--- config.mk ---
export PLATFORM = sky130hd
export DESIGN_NAME = fetch_top
export DESIGN_NICKNAME = d
export VERILOG_FILES = /design/src/common/fetch_pkg.sv /design/src/common/btb_if.sv /design/src/hdl/branch_predictor.sv /design/src/hdl/fetch_top.sv /design/src/ifu/ifu_buff.sv /design/src/ifu/riscv_ifu.sv
export VERILOG_INCLUDE_DIRS = /design/src /design/src/common
export SDC_FILE = /design/constraint.sdc
export NUM_CORES = 2
export LEC_CHECK = 0
export BUFFER_PORTS_ARGS = -buffer_cell sky130_fd_sc_hd__buf_2
export CAP_MARGIN = 20
export CORE_ASPECT_RATIO = 1.75
export CORE_MARGIN = 8
export CORE_UTILIZATION = 43
export DETAILED_ROUTE_END_ITERATION = 16
export GPL_TIMING_DRIVEN = 0
export PLACE_DENSITY = 0.61
export SETUP_SLACK_MARGIN = 0.1
export SYNTH_ARGS = -nofsm -noshare
export SYNTH_HDL_FRONTEND = slang
export SYNTH_SLANG_ARGS = --single-unit
--- constraint.sdc ---
create_clock -name clk -period 9.5 [get_ports clk]
set_input_delay 0.475 -clock clk [delete_from_list [all_inputs] [get_ports clk]]
set_output_delay 0.475 -clock clk [all_outputs]
set_load 0.02 [all_outputs]
--- src/common/fetch_cfg.svh ---
`ifndef FETCH_CFG_SVH
`define FETCH_CFG_SVH

// Entries in each fetch queue
// Almost full is reported at depth minus 2
`define FETCH_QDEPTH 8

// Direct-mapped BTB entries, indexed by PC[5:2]
`define BTB_ENTRIES 16

// First fetch address after reset
`define FETCH_RESET_PC 32'h0000_0000

`endif

--- src/common/fetch_pkg.sv ---
package fetch_pkg;

  // Instruction address and instruction word
  typedef logic [31:0] addr_t;
  typedef logic [31:0] inst_t;

  // Redirect epoch, bumped on every branch miss or trap
  typedef logic [3:0] era_t;

  // Address queue entry, one per accepted bus request
  typedef struct packed {
    addr_t pc;
    logic  pred_taken;
    addr_t pred_next;
  } fetch_entry_t;

endpackage

--- src/common/btb_if.sv ---
`timescale 1ns/1ps

interface btb_if;
  import fetch_pkg::*;

  // Lookup path, answered in the same cycle
  addr_t lookup_pc;
  logic  hit_taken;
  addr_t hit_target;

  // Training from retired branch misses
  logic  upd_vld;
  addr_t upd_pc;
  logic  upd_taken;
  addr_t upd_target;

  modport fetch (
    output lookup_pc,
    input  hit_taken,
    input  hit_target,
    output upd_vld,
    output upd_pc,
    output upd_taken,
    output upd_target
  );

  modport predictor (
    input  lookup_pc,
    output hit_taken,
    output hit_target,
    input  upd_vld,
    input  upd_pc,
    input  upd_taken,
    input  upd_target
  );

endinterface

--- src/hdl/branch_predictor.sv ---
`timescale 1ns/1ps
`include "fetch_cfg.svh"

module branch_predictor (
  input  logic     clk,
  input  logic     rst,
  btb_if.predictor btb
);

  import fetch_pkg::*;

  localparam int IDX_W  = $clog2(`BTB_ENTRIES);
  localparam int ADDR_W = $bits(addr_t);
  localparam int TAG_W  = ADDR_W - IDX_W - 2;

  logic [`BTB_ENTRIES-1:0] valid;
  logic [TAG_W-1:0]        tag_mem [`BTB_ENTRIES];
  addr_t                   target_mem [`BTB_ENTRIES];

  logic [IDX_W-1:0]        lk_idx;
  logic [TAG_W-1:0]        lk_tag;
  logic [IDX_W-1:0]        up_idx;
  logic [TAG_W-1:0]        up_tag;

  // PCs are word aligned, bits [1:0] carry no information
  assign lk_idx = btb.lookup_pc[IDX_W+1:2];
  assign lk_tag = btb.lookup_pc[ADDR_W-1:IDX_W+2];
  assign up_idx = btb.upd_pc[IDX_W+1:2];
  assign up_tag = btb.upd_pc[ADDR_W-1:IDX_W+2];

  assign btb.hit_taken  = valid[lk_idx] & (tag_mem[lk_idx] == lk_tag);
  assign btb.hit_target = target_mem[lk_idx];

  // Taken installs the entry, not-taken drops it
  always_ff @(posedge clk)
    begin
    if (rst)
      valid <= '0;
    else if (btb.upd_vld)
      valid[up_idx] <= btb.upd_taken;
    end

  always_ff @(posedge clk)
    begin
    if (btb.upd_vld && btb.upd_taken)
      begin
      tag_mem[up_idx]    <= up_tag;
      target_mem[up_idx] <= btb.upd_target;
      end
    end

endmodule

--- src/hdl/fetch_top.sv ---
`timescale 1ns/1ps

module fetch_top (
  input  logic             clk,
  input  logic             rst,

  input  logic             alu_vld_i,
  input  logic             alu_retired_i,
  input  logic             alu_freeze_i,
  input  logic             alu_br_miss_i,
  input  logic             alu_trap_i,
  input  logic             alu_br_taken_i,
  input  fetch_pkg::addr_t alu_PC_i,
  input  fetch_pkg::addr_t alu_PC_next_i,

  output logic             ifu_vld_o,
  output fetch_pkg::inst_t ifu_inst_o,
  output fetch_pkg::addr_t ifu_inst_PC_o,
  output logic             ifu_inst_br_taken_o,
  output fetch_pkg::addr_t ifu_inst_br_pred_PC_next_o,

  output fetch_pkg::addr_t bus_adr_o,
  output logic             bus_stb_o,
  output logic             bus_cyc_o,
  output logic             bus_tga_o,
  output fetch_pkg::era_t  bus_tgc_o,
  input  logic             bus_ack_i,
  input  logic             bus_stall_i,
  input  fetch_pkg::inst_t bus_data_i,
  input  fetch_pkg::era_t  bus_tgc_i
);

  btb_if i_btb ();

  riscv_ifu i_ifu (
    .clk                        ( clk ),
    .rst                        ( rst ),
    .alu_vld_i                  ( alu_vld_i ),
    .alu_retired_i              ( alu_retired_i ),
    .alu_freeze_i               ( alu_freeze_i ),
    .alu_br_miss_i              ( alu_br_miss_i ),
    .alu_trap_i                 ( alu_trap_i ),
    .alu_br_taken_i             ( alu_br_taken_i ),
    .alu_PC_i                   ( alu_PC_i ),
    .alu_PC_next_i              ( alu_PC_next_i ),
    .btb                        ( i_btb.fetch ),
    .ifu_vld_o                  ( ifu_vld_o ),
    .ifu_inst_o                 ( ifu_inst_o ),
    .ifu_inst_PC_o              ( ifu_inst_PC_o ),
    .ifu_inst_br_taken_o        ( ifu_inst_br_taken_o ),
    .ifu_inst_br_pred_PC_next_o ( ifu_inst_br_pred_PC_next_o ),
    .bus_adr_o                  ( bus_adr_o ),
    .bus_stb_o                  ( bus_stb_o ),
    .bus_cyc_o                  ( bus_cyc_o ),
    .bus_tga_o                  ( bus_tga_o ),
    .bus_tgc_o                  ( bus_tgc_o ),
    .bus_ack_i                  ( bus_ack_i ),
    .bus_stall_i                ( bus_stall_i ),
    .bus_data_i                 ( bus_data_i ),
    .bus_tgc_i                  ( bus_tgc_i )
  );

  branch_predictor i_bp (
    .clk ( clk ),
    .rst ( rst ),
    .btb ( i_btb.predictor )
  );

endmodule

--- src/ifu/ifu_buff.sv ---
`timescale 1ns/1ps
`include "fetch_cfg.svh"

module ifu_buff #(
  parameter type payload_t = logic [31:0]
) (
  input  logic     clk,
  input  logic     rst,
  input  logic     clear_i,
  input  logic     wr_i,
  input  payload_t wdata_i,
  input  logic     rd_i,
  output payload_t rdata_o,
  output logic     empty_o,
  output logic     almost_full_o
);

  localparam int DEPTH = `FETCH_QDEPTH;
  localparam int PTR_W = $clog2(DEPTH);
  localparam int CNT_W = $clog2(DEPTH + 1);

  payload_t         mem [DEPTH];
  logic [PTR_W-1:0] wr_ptr;
  logic [PTR_W-1:0] rd_ptr;
  logic [CNT_W-1:0] count;
  logic             full;
  logic             do_wr;
  logic             do_rd;

  function automatic logic [PTR_W-1:0] next_ptr(input logic [PTR_W-1:0] ptr);
    if (ptr == PTR_W'(DEPTH - 1))
      return '0;
    return ptr + 1'b1;
  endfunction

  assign full          = (count == CNT_W'(DEPTH));
  assign empty_o       = (count == '0);
  assign almost_full_o = (count >= CNT_W'(DEPTH - 2));
  assign do_wr         = wr_i & ~full;
  assign do_rd         = rd_i & ~empty_o;

  // Show-ahead, head entry is always on the output
  assign rdata_o = mem[rd_ptr];

  always_ff @(posedge clk)
    begin
    if (do_wr)
      mem[wr_ptr] <= wdata_i;
    end

  always_ff @(posedge clk)
    begin
    if (rst || clear_i)
      begin
      wr_ptr <= '0;
      rd_ptr <= '0;
      count  <= '0;
      end
    else
      begin
      if (do_wr)
        wr_ptr <= next_ptr(wr_ptr);
      if (do_rd)
        rd_ptr <= next_ptr(rd_ptr);
      case ({do_wr, do_rd})
        2'b10:   count <= count + 1'b1;
        2'b01:   count <= count - 1'b1;
        default: count <= count;
      endcase
      end
    end

endmodule

--- src/ifu/riscv_ifu.sv ---
`timescale 1ns/1ps
`include "fetch_cfg.svh"

module riscv_ifu (
  input  logic             clk,
  input  logic             rst,

  input  logic             alu_vld_i,
  input  logic             alu_retired_i,
  input  logic             alu_freeze_i,
  input  logic             alu_br_miss_i,
  input  logic             alu_trap_i,
  input  logic             alu_br_taken_i,
  input  fetch_pkg::addr_t alu_PC_i,
  input  fetch_pkg::addr_t alu_PC_next_i,

  btb_if.fetch             btb,

  output logic             ifu_vld_o,
  output fetch_pkg::inst_t ifu_inst_o,
  output fetch_pkg::addr_t ifu_inst_PC_o,
  output logic             ifu_inst_br_taken_o,
  output fetch_pkg::addr_t ifu_inst_br_pred_PC_next_o,

  output fetch_pkg::addr_t bus_adr_o,
  output logic             bus_stb_o,
  output logic             bus_cyc_o,
  output logic             bus_tga_o,
  output fetch_pkg::era_t  bus_tgc_o,
  input  logic             bus_ack_i,
  input  logic             bus_stall_i,
  input  fetch_pkg::inst_t bus_data_i,
  input  fetch_pkg::era_t  bus_tgc_i
);

  import fetch_pkg::*;

  addr_t        fetch_pc;
  era_t         era;
  logic         fetch_en;

  logic         freeze;
  logic         redirect;
  logic         accept;
  logic         pop;
  addr_t        pred_next;

  logic         addr_wr;
  fetch_entry_t addr_wdata;
  fetch_entry_t addr_rdata;
  logic         addr_empty;
  logic         addr_afull;

  logic         data_wr;
  inst_t        data_wdata;
  inst_t        data_rdata;
  logic         data_empty;
  logic         data_afull;

  assign freeze   = alu_vld_i & alu_freeze_i;
  assign redirect = alu_vld_i & (alu_br_miss_i | alu_trap_i);

  // One request per cycle while both queues have room
  assign bus_stb_o = fetch_en & ~addr_afull & ~data_afull;
  assign bus_cyc_o = bus_stb_o;
  assign bus_adr_o = fetch_pc;
  assign bus_tga_o = btb.hit_taken;
  assign bus_tgc_o = era;
  assign accept    = bus_stb_o & ~bus_stall_i;

  assign btb.lookup_pc = fetch_pc;
  assign pred_next     = btb.hit_taken ? btb.hit_target : fetch_pc + 32'd4;

  // Only retired branch misses train the BTB
  assign btb.upd_vld    = alu_vld_i & alu_retired_i & alu_br_miss_i & ~alu_trap_i;
  assign btb.upd_pc     = alu_PC_i;
  assign btb.upd_taken  = alu_br_taken_i;
  assign btb.upd_target = alu_PC_next_i;

  // A redirect clears both queues in its own cycle, so nothing pops then
  assign pop = ~addr_empty & ~data_empty & ~redirect & ~freeze;

  ifu_buff #(
    .payload_t ( fetch_entry_t )
  ) i_addr_buff (
    .clk           ( clk ),
    .rst           ( rst ),
    .clear_i       ( redirect ),
    .wr_i          ( addr_wr ),
    .wdata_i       ( addr_wdata ),
    .rd_i          ( pop ),
    .rdata_o       ( addr_rdata ),
    .empty_o       ( addr_empty ),
    .almost_full_o ( addr_afull )
  );

  ifu_buff #(
    .payload_t ( inst_t )
  ) i_data_buff (
    .clk           ( clk ),
    .rst           ( rst ),
    .clear_i       ( redirect ),
    .wr_i          ( data_wr ),
    .wdata_i       ( data_wdata ),
    .rd_i          ( pop ),
    .rdata_o       ( data_rdata ),
    .empty_o       ( data_empty ),
    .almost_full_o ( data_afull )
  );

  always_ff @(posedge clk)
    begin
    if (rst)
      begin
      fetch_pc <= `FETCH_RESET_PC;
      era      <= '0;
      fetch_en <= 1'b0;
      end
    else
      begin
      fetch_en <= 1'b1;
      if (redirect)
        begin
        fetch_pc <= alu_PC_next_i;
        era      <= era + 1'b1;
        end
      else if (accept)
        fetch_pc <= pred_next;
      end
    end

  // Writes land one cycle after accept or ack; stale ones die on a redirect
  always_ff @(posedge clk)
    begin
    if (rst)
      begin
      addr_wr <= 1'b0;
      data_wr <= 1'b0;
      end
    else
      begin
      addr_wr <= accept & ~redirect;
      data_wr <= bus_ack_i & (bus_tgc_i == era) & ~redirect;
      end
    end

  always_ff @(posedge clk)
    begin
    addr_wdata <= '{pc: fetch_pc, pred_taken: btb.hit_taken, pred_next: pred_next};
    data_wdata <= bus_data_i;
    end

  always_ff @(posedge clk)
    begin
    if (rst || redirect)
      ifu_vld_o <= 1'b0;
    else if (!freeze)
      ifu_vld_o <= pop;
    end

  // Outputs hold unless a new entry is popped
  always_ff @(posedge clk)
    begin
    if (pop)
      begin
      ifu_inst_o                 <= data_rdata;
      ifu_inst_PC_o              <= addr_rdata.pc;
      ifu_inst_br_taken_o        <= addr_rdata.pred_taken;
      ifu_inst_br_pred_PC_next_o <= addr_rdata.pred_next;
      end
    end

endmodule

# ---- Word-level counts from Yosys, hierarchy flattened
# Memory sizes are Yosys's and may differ from the RTL's. A register that Yosys moved wholly into a read port is not among the register bits.
# Cells that the tools add are included.
dict set report word_totals {
  regBits 173
  latch_bits 0
  ramBits 1704
  rom_bits 0
  input_bits 110
  output_inout_bits 137
  wordCells 127
  mem_count 4
}
# name words width read_ports rd_ports_with_merged_regs wr line_no
set memory_table {}
lappend memory_table {i_ifu.i_addr_buff.mem 8 65 1 1 1 ifu_buff.sv:22} ;# payload_t mem [DEPTH];
lappend memory_table {i_bp.target_mem 16 32 1 1 1 branch_predictor.sv:18} ;# addr_t target_mem [`BTB_ENTRIES];
lappend memory_table {i_bp.tag_mem 16 26 1 1 1 branch_predictor.sv:17} ;# logic [TAG_W-1:0] tag_mem [`BTB_ENTRIES];
lappend memory_table {i_ifu.i_data_buff.mem 8 32 1 1 1 ifu_buff.sv:22}
dict set report classes {
  add_sub_neg 10
  mul 0
  n_div 0
  n_lt_le_gt_ge 5
  n_eq_ne 12
  shift 0
  mux 41
  bitwise 30
  reduce_logical 8
}
# op count
set ops {}
lappend ops {{32-bit two-way mux} 3}
lappend ops {{32-bit by 3-bit adder with 32-bit output, second input constant} 1}
lappend ops {{26-bit == test} 1}
lappend ops {{3-bit two-way mux} 8}
lappend ops {{1-bit two-way mux} 21}
lappend ops {{1-bit AND} 19}
lappend ops {{16-bit bitwise mux} 1}
lappend ops {{4-bit two-way mux} 4}
lappend ops {{4-bit case mux with 2 select lines} 2}
lappend ops {{3-bit by 1-bit adder with 3-bit output, second input constant} 4}
lappend ops {{4-bit by 1-bit adder with 4-bit output, second input constant} 3}
lappend ops {{3-bit == test, second input constant} 4}
lappend ops {{4-bit by 5-bit less-than comparator with 1-bit output, second input constant} 2}
lappend ops {{1-bit inverter} 10}
lappend ops {{4-bit == test, second input constant} 2}
lappend ops {{4-bit by 3-bit greater-or-equal comparator with 1-bit output, second input constant} 2}
lappend ops {{4-bit logical NOT} 2}
lappend ops {{4-bit by 1-bit subtractor with 4-bit output, second input constant} 2}
lappend ops {{2-bit nonzero test} 3}
lappend ops {{1-bit binary-select mux with 4-bit select} 1}
lappend ops {{1-bit demux with 4-bit select} 1}
lappend ops {{2-bit by 1-bit == test with 1-bit output, second input constant} 2}
lappend ops {{2-bit == test, second input constant} 2}
lappend ops {{4-bit == test} 1}
lappend ops {{other kinds (4)} 5}

# ---- Depth between registers and ports, before layout
dict set report logic_depth {
  word_depth 9
  depth_mapped 15
  mapped_depth_nobuf 10
}

# ---- Modules after synthesis
# Synthesis repeated with hierarchy kept, for this count alone.
dict set report unflattened {
  cells_unflattened 3528
  area_unflattened_um2 75642.5
}
# module instances cells_each area_each_um2 seq_area_each_um2
set by_module_without_submodules {}
lappend by_module_without_submodules {branch_predictor 1 1526 36216.0 28187.0}
lappend by_module_without_submodules {{ifu_buff at i_ifu.i_addr_buff} 1 832 20185.6 15875.2}
lappend by_module_without_submodules {{ifu_buff at i_ifu.i_data_buff} 1 451 10457.5 7947.6}
lappend by_module_without_submodules {riscv_ifu 1 719 8783.4 5655.4}

# ---- Least setup slack after synthesis
# OpenSTA, ideal clock, no wires.
dict set report synth_path {
  kind {reg2reg}
  start {register i_ifu.i_addr_buff.count[1]}
  end {memory i_ifu.i_addr_buff.mem[2][0] (netlist bit) (enable)}
  setup_ns 0.671
  arrival_ns 7.454
  required_time_ns 8.829
  slack_ns 1.375
  stages_incl_launch_ff 5
  path_buffers 0
  synth_period_minus_slack_ns 8.125
  path_cell_list {dfxtp_1 nor3_1 nand2_1 nand2_1 nor4b_1}
}
dict set report synth_between {
  elab_chain_cells 5
}
# item line_no
set synth_lines {}
lappend synth_lines {{start, declared} ifu_buff.sv:25} ;# logic [CNT_W-1:0] count;
lappend synth_lines {{start signal, assigned} ifu_buff.sv:66} ;# 2'b10: count <= count + 1'b1;
lappend synth_lines {{start signal, assigned} ifu_buff.sv:67} ;# 2'b01: count <= count - 1'b1;
lappend synth_lines {{start signal, assigned} ifu_buff.sv:68} ;# default: count <= count;
lappend synth_lines {{4-bit == test} ifu_buff.sv:36} ;# assign full = (count == CNT_W'(DEPTH));
lappend synth_lines {{1-bit inverter} ifu_buff.sv:39} ;# assign do_wr = wr_i & ~full;
lappend synth_lines {{1-bit AND} ifu_buff.sv:39}
lappend synth_lines {{1-bit two-way mux} ifu_buff.sv:47} ;# if (do_wr)
lappend synth_lines {{1-bit two-way mux (implied by the code)} ifu_buff.sv:48} ;# mem[wr_ptr] <= wdata_i;
lappend synth_lines {{end, declared} ifu_buff.sv:22}
# No other way between the ends.

==> summary.txt <==
Clock tree
  • Post-CTS Setup Repair Bufs: 0
  • H-tree depth: 4
  • Total CTS buffers: between 150 and 200
  • Root Driver: clkbuf_16
  • CTS clock-pin slew for the worst setup and hold paths: 0.07 ns
  • CTS sink cnt: 1978
  • CTS tree: built
  • CTS Buffer Depth: 4
  • Clock latency on the worst-skew pair: 0.83 ns

Synthesis
  • Syn Area/Cell: ~22 um^2
  • Synthesis-stage register bit count: 1978
  • Netlist cell types: 61
  • FFs w/ async S/R, synth: 0
  • Register area share after synthesis: 0.777
  • Syn Inst Count: roughly 3300
  • Top FF cell, synth: edfxtp_1
  • Synthesized Nets: 3440
  • Synth warn: 0
  • Post-synth EDFFs: 1801
  • Synthesized area: 74200 um^2

Finish
  • Most common cell after layout, fill and taps aside: edfxtp_1
  • Area growth from synthesis to layout: 17.7%
  • Post-layout util: 0.509
  • Cell Count, Final, Fillers Out: about 6400
  • Finished Cell Area: 87400 um^2
  • Fraction of layout cells with a size suffix above 1: 0.325
  • Final net count: between 4000 and 5000
  • Commonest cells after routing, fill and taps aside: edfxtp_1, mux4_2, buf_2, clkbuf_16, dfxtp_1

Floorplanning
  • Initial Utilization: 0.433
  • # IOs: 247
  • Core ar.: roughly 170000 um^2
  • Die height: 566 um
  • Std cell rows: 201
  • Full die area: 187000 um^2
  • Die X: 330 um

STA
  • Slew @ Worst Pin: 1.12 ns
  • Final setup viols: 0
  • Peak Freq: 0.169 GHz
  • Crit share post-route: 0.624
  • Setup_tns: 0 ns
  • Worst slew margin: 0.252
  • RSZ-0062 raised after global routing: no
  • Clock Skew: 0.0628 ns
  • Final number of hold-violating endpoints: 0
  • Pins Over Slew Limit: 0
  • Worst hold slack: 0.0601 ns
  • Setup ws final: between 3 and 4 ns
  • Minimum clock period: 5.93 ns

Routing
  • Initial DRC Count: 2970
  • DR vias: 35800
  • Final ANT Viol Nets: 0
  • Final WL: 188000 um
  • Vias/cell: roughly 5.6
  • Drt pass-1 iters: 5
  • Per-cell routed wire length: just under 30 um
  • DRC Markers: 0

Critical path
  • Cell Chain, Critical Path: buf_1 > buf_2 > mux2i_1 > mux2i_1 > xnor2_1 > nand4_1 > nor4_1 > and4_1 > buf_6 > buf_8 > buf_2
  • CP max FO: 11
  • Worst R2R Path Depth: 12
  • Setup crit end kind: output port
  • CP delay by family, top: buffers and inverters
  • R2R setup slack: 4.27 ns
  • CP startpoint kind: register
  • Crit path buf inv count: 5
  • CP Depth: 11
  • CP arrival: roughly 5.5 ns
  • Crit path kind: register to output port
  • Worst EP required: 9.03 ns
  • Slowest cell delay on critical path: 0.87 ns
  • Slowest cell on the critical path: nor4_1

Hold path
  • Hold crit path type: input pin to register
  • Hold depth: 1
  • Hold_sp: alu_PC_next_i[30]

Placed design
  • DP Worst Slack: 4.31 ns
  • Cell Area, Placed: 80800 um^2
  • Gpl congestion: 0.797
  • DP Cell Count: 5951
  • Port bufs: 242
  • DPL Wire Length: 133000 um

GRT
  • First-pass GRT wire length: 268000 um
  • Largest net degree at the start of global routing: 23
  • Antenna violations before repair: 31
  • GRT Total Usage: 0.199
  • Overflow after GRT: 0
  • Vias in the first global route: 37400

Pwr
  • Leakage power: 28.1 nW
  • Power Density: approximately 200 nW/um^2
  • Worst IR Drop VDD: approximately 170 uV
  • Design Power: 17.6 mW

Flow run
  • Number of max-cap violations: 0

Outcome
  • Outcome: complete, no violations
cells in the mapped netlist, types with 32 or more instances:
cell type	count	area share
a221o_1	32	0.0043
nand2_1	62	0.0031
mux2_2	105	0.016
edfxtp_1	1801	0.73
mux4_2	444	0.13
xnor2_1	42	0.0050
nor2_1	82	0.0041
clkbuf_1	75	0.0038
and3_1	40	0.0034
dfxtp_1	177	0.048
mux2i_1	82	0.011
timing repair:
item,4_1_cts,5_1_grt
endpoints found under the hold margin,266,0
hold buffers,59,0
resized for setup,0,0
worst reg2reg max path, cell delays in order, from the launching register on:
cell and delay, ns:
dfxtp_1 0.40, buf_1 0.63, buf_2 0.57, mux2i_1 0.18, mux2i_1 0.55, xnor2_1 0.20, nand4_1 0.22, nor4_1 0.88
and4_1 0.34, buf_6 0.18, buf_12 0.18, mux2_4 0.33, a221o_1 0.42
cells by family (layout without fill, tap and decap cells):
| kind of cell | count (synthesis) | count (layout) | synth area share |
|---|---|---|---|
| DFF | 1978 | 1978 | 0.777 |
| muxes | 660 | 660 | 0.168 |
| and+or+nand+nor | 291 | 291 | 0.0194 |
| adders and majority gates | 18 | 18 | 0.00324 |
| buffers and inverters | 173 | 977 | 0.0121 |
| other | 0 | 11 | 0 |
| xor gates and xnor gates | 63 | 63 | 0.00744 |
| AOI/OAI and AO/OA | 129 | 129 | 0.0133 |
flip-flops by register name (all words and copies together), names as in the netlist, 16 cells and up, named ones only:
| signal | count |
|---|---|
| i_bp.tag_mem | 416 |
| i_bp.target_mem | 512 |
| i_bp.valid | 16 |
| i_ifu.addr_wdata | 65 |
| i_ifu.btb.lookup_pc | 32 |
| i_ifu.data_wdata | 32 |
| i_ifu.i_addr_buff.mem | 520 |
| i_ifu.i_data_buff.mem | 256 |
| i_ifu.ifu_inst_PC_o | 32 |
| i_ifu.ifu_inst_br_pred_PC_next_o | 32 |
| i_ifu.ifu_inst_o | 32 |
layout make-up:
| cell class | instances | area, um^2 |
|---|---|---|
| multi-input combinational | 1161 | 15900 |
| inverter | 11 | 41.3 |
| sequential | 1978 | 57600 |
| clock inverter | 82 | 816 |
| clock buffer | 248 | 5030 |
| antenna | 11 | 27.5 |
| fill | 13600 | 84200 |
| tap | 2233 | 2790 |
| timing repair buffer | 474 | 4250 |
| buffer | 162 | 853 |
power by group:
| part | internal (mW) | switching (mW) | total [mW] |
|---|---|---|---|
| Combinational | 0.306 | 0.408 | 0.714 |
| Clock | 4.11 | 3.14 | 7.25 |
| Sequential | 9.54 | 0.100 | 9.64 |
per-layer routing:
layer / part of all wire / global-route usage
met1: 0.37 / 0.229
met3: 0.054 / 0.0329
met2: 0.54 / 0.372
met4: 0.036 / 0.0686
met5: 0.00063 / 0
path summary, 6_finish.rpt:
path,endpoint
setup / recovery,bus_tga_o
hold / removal,i_bp.target_mem[15][30]$_DFFE_PP_
setup reg to reg,i_ifu.btb.lookup_pc[5]$_SDFFE_PP0N_
hold reg to reg,i_ifu.addr_wdata[33]$_DFF_P_
Note: power is estimated with default switching activity, not from simulation.
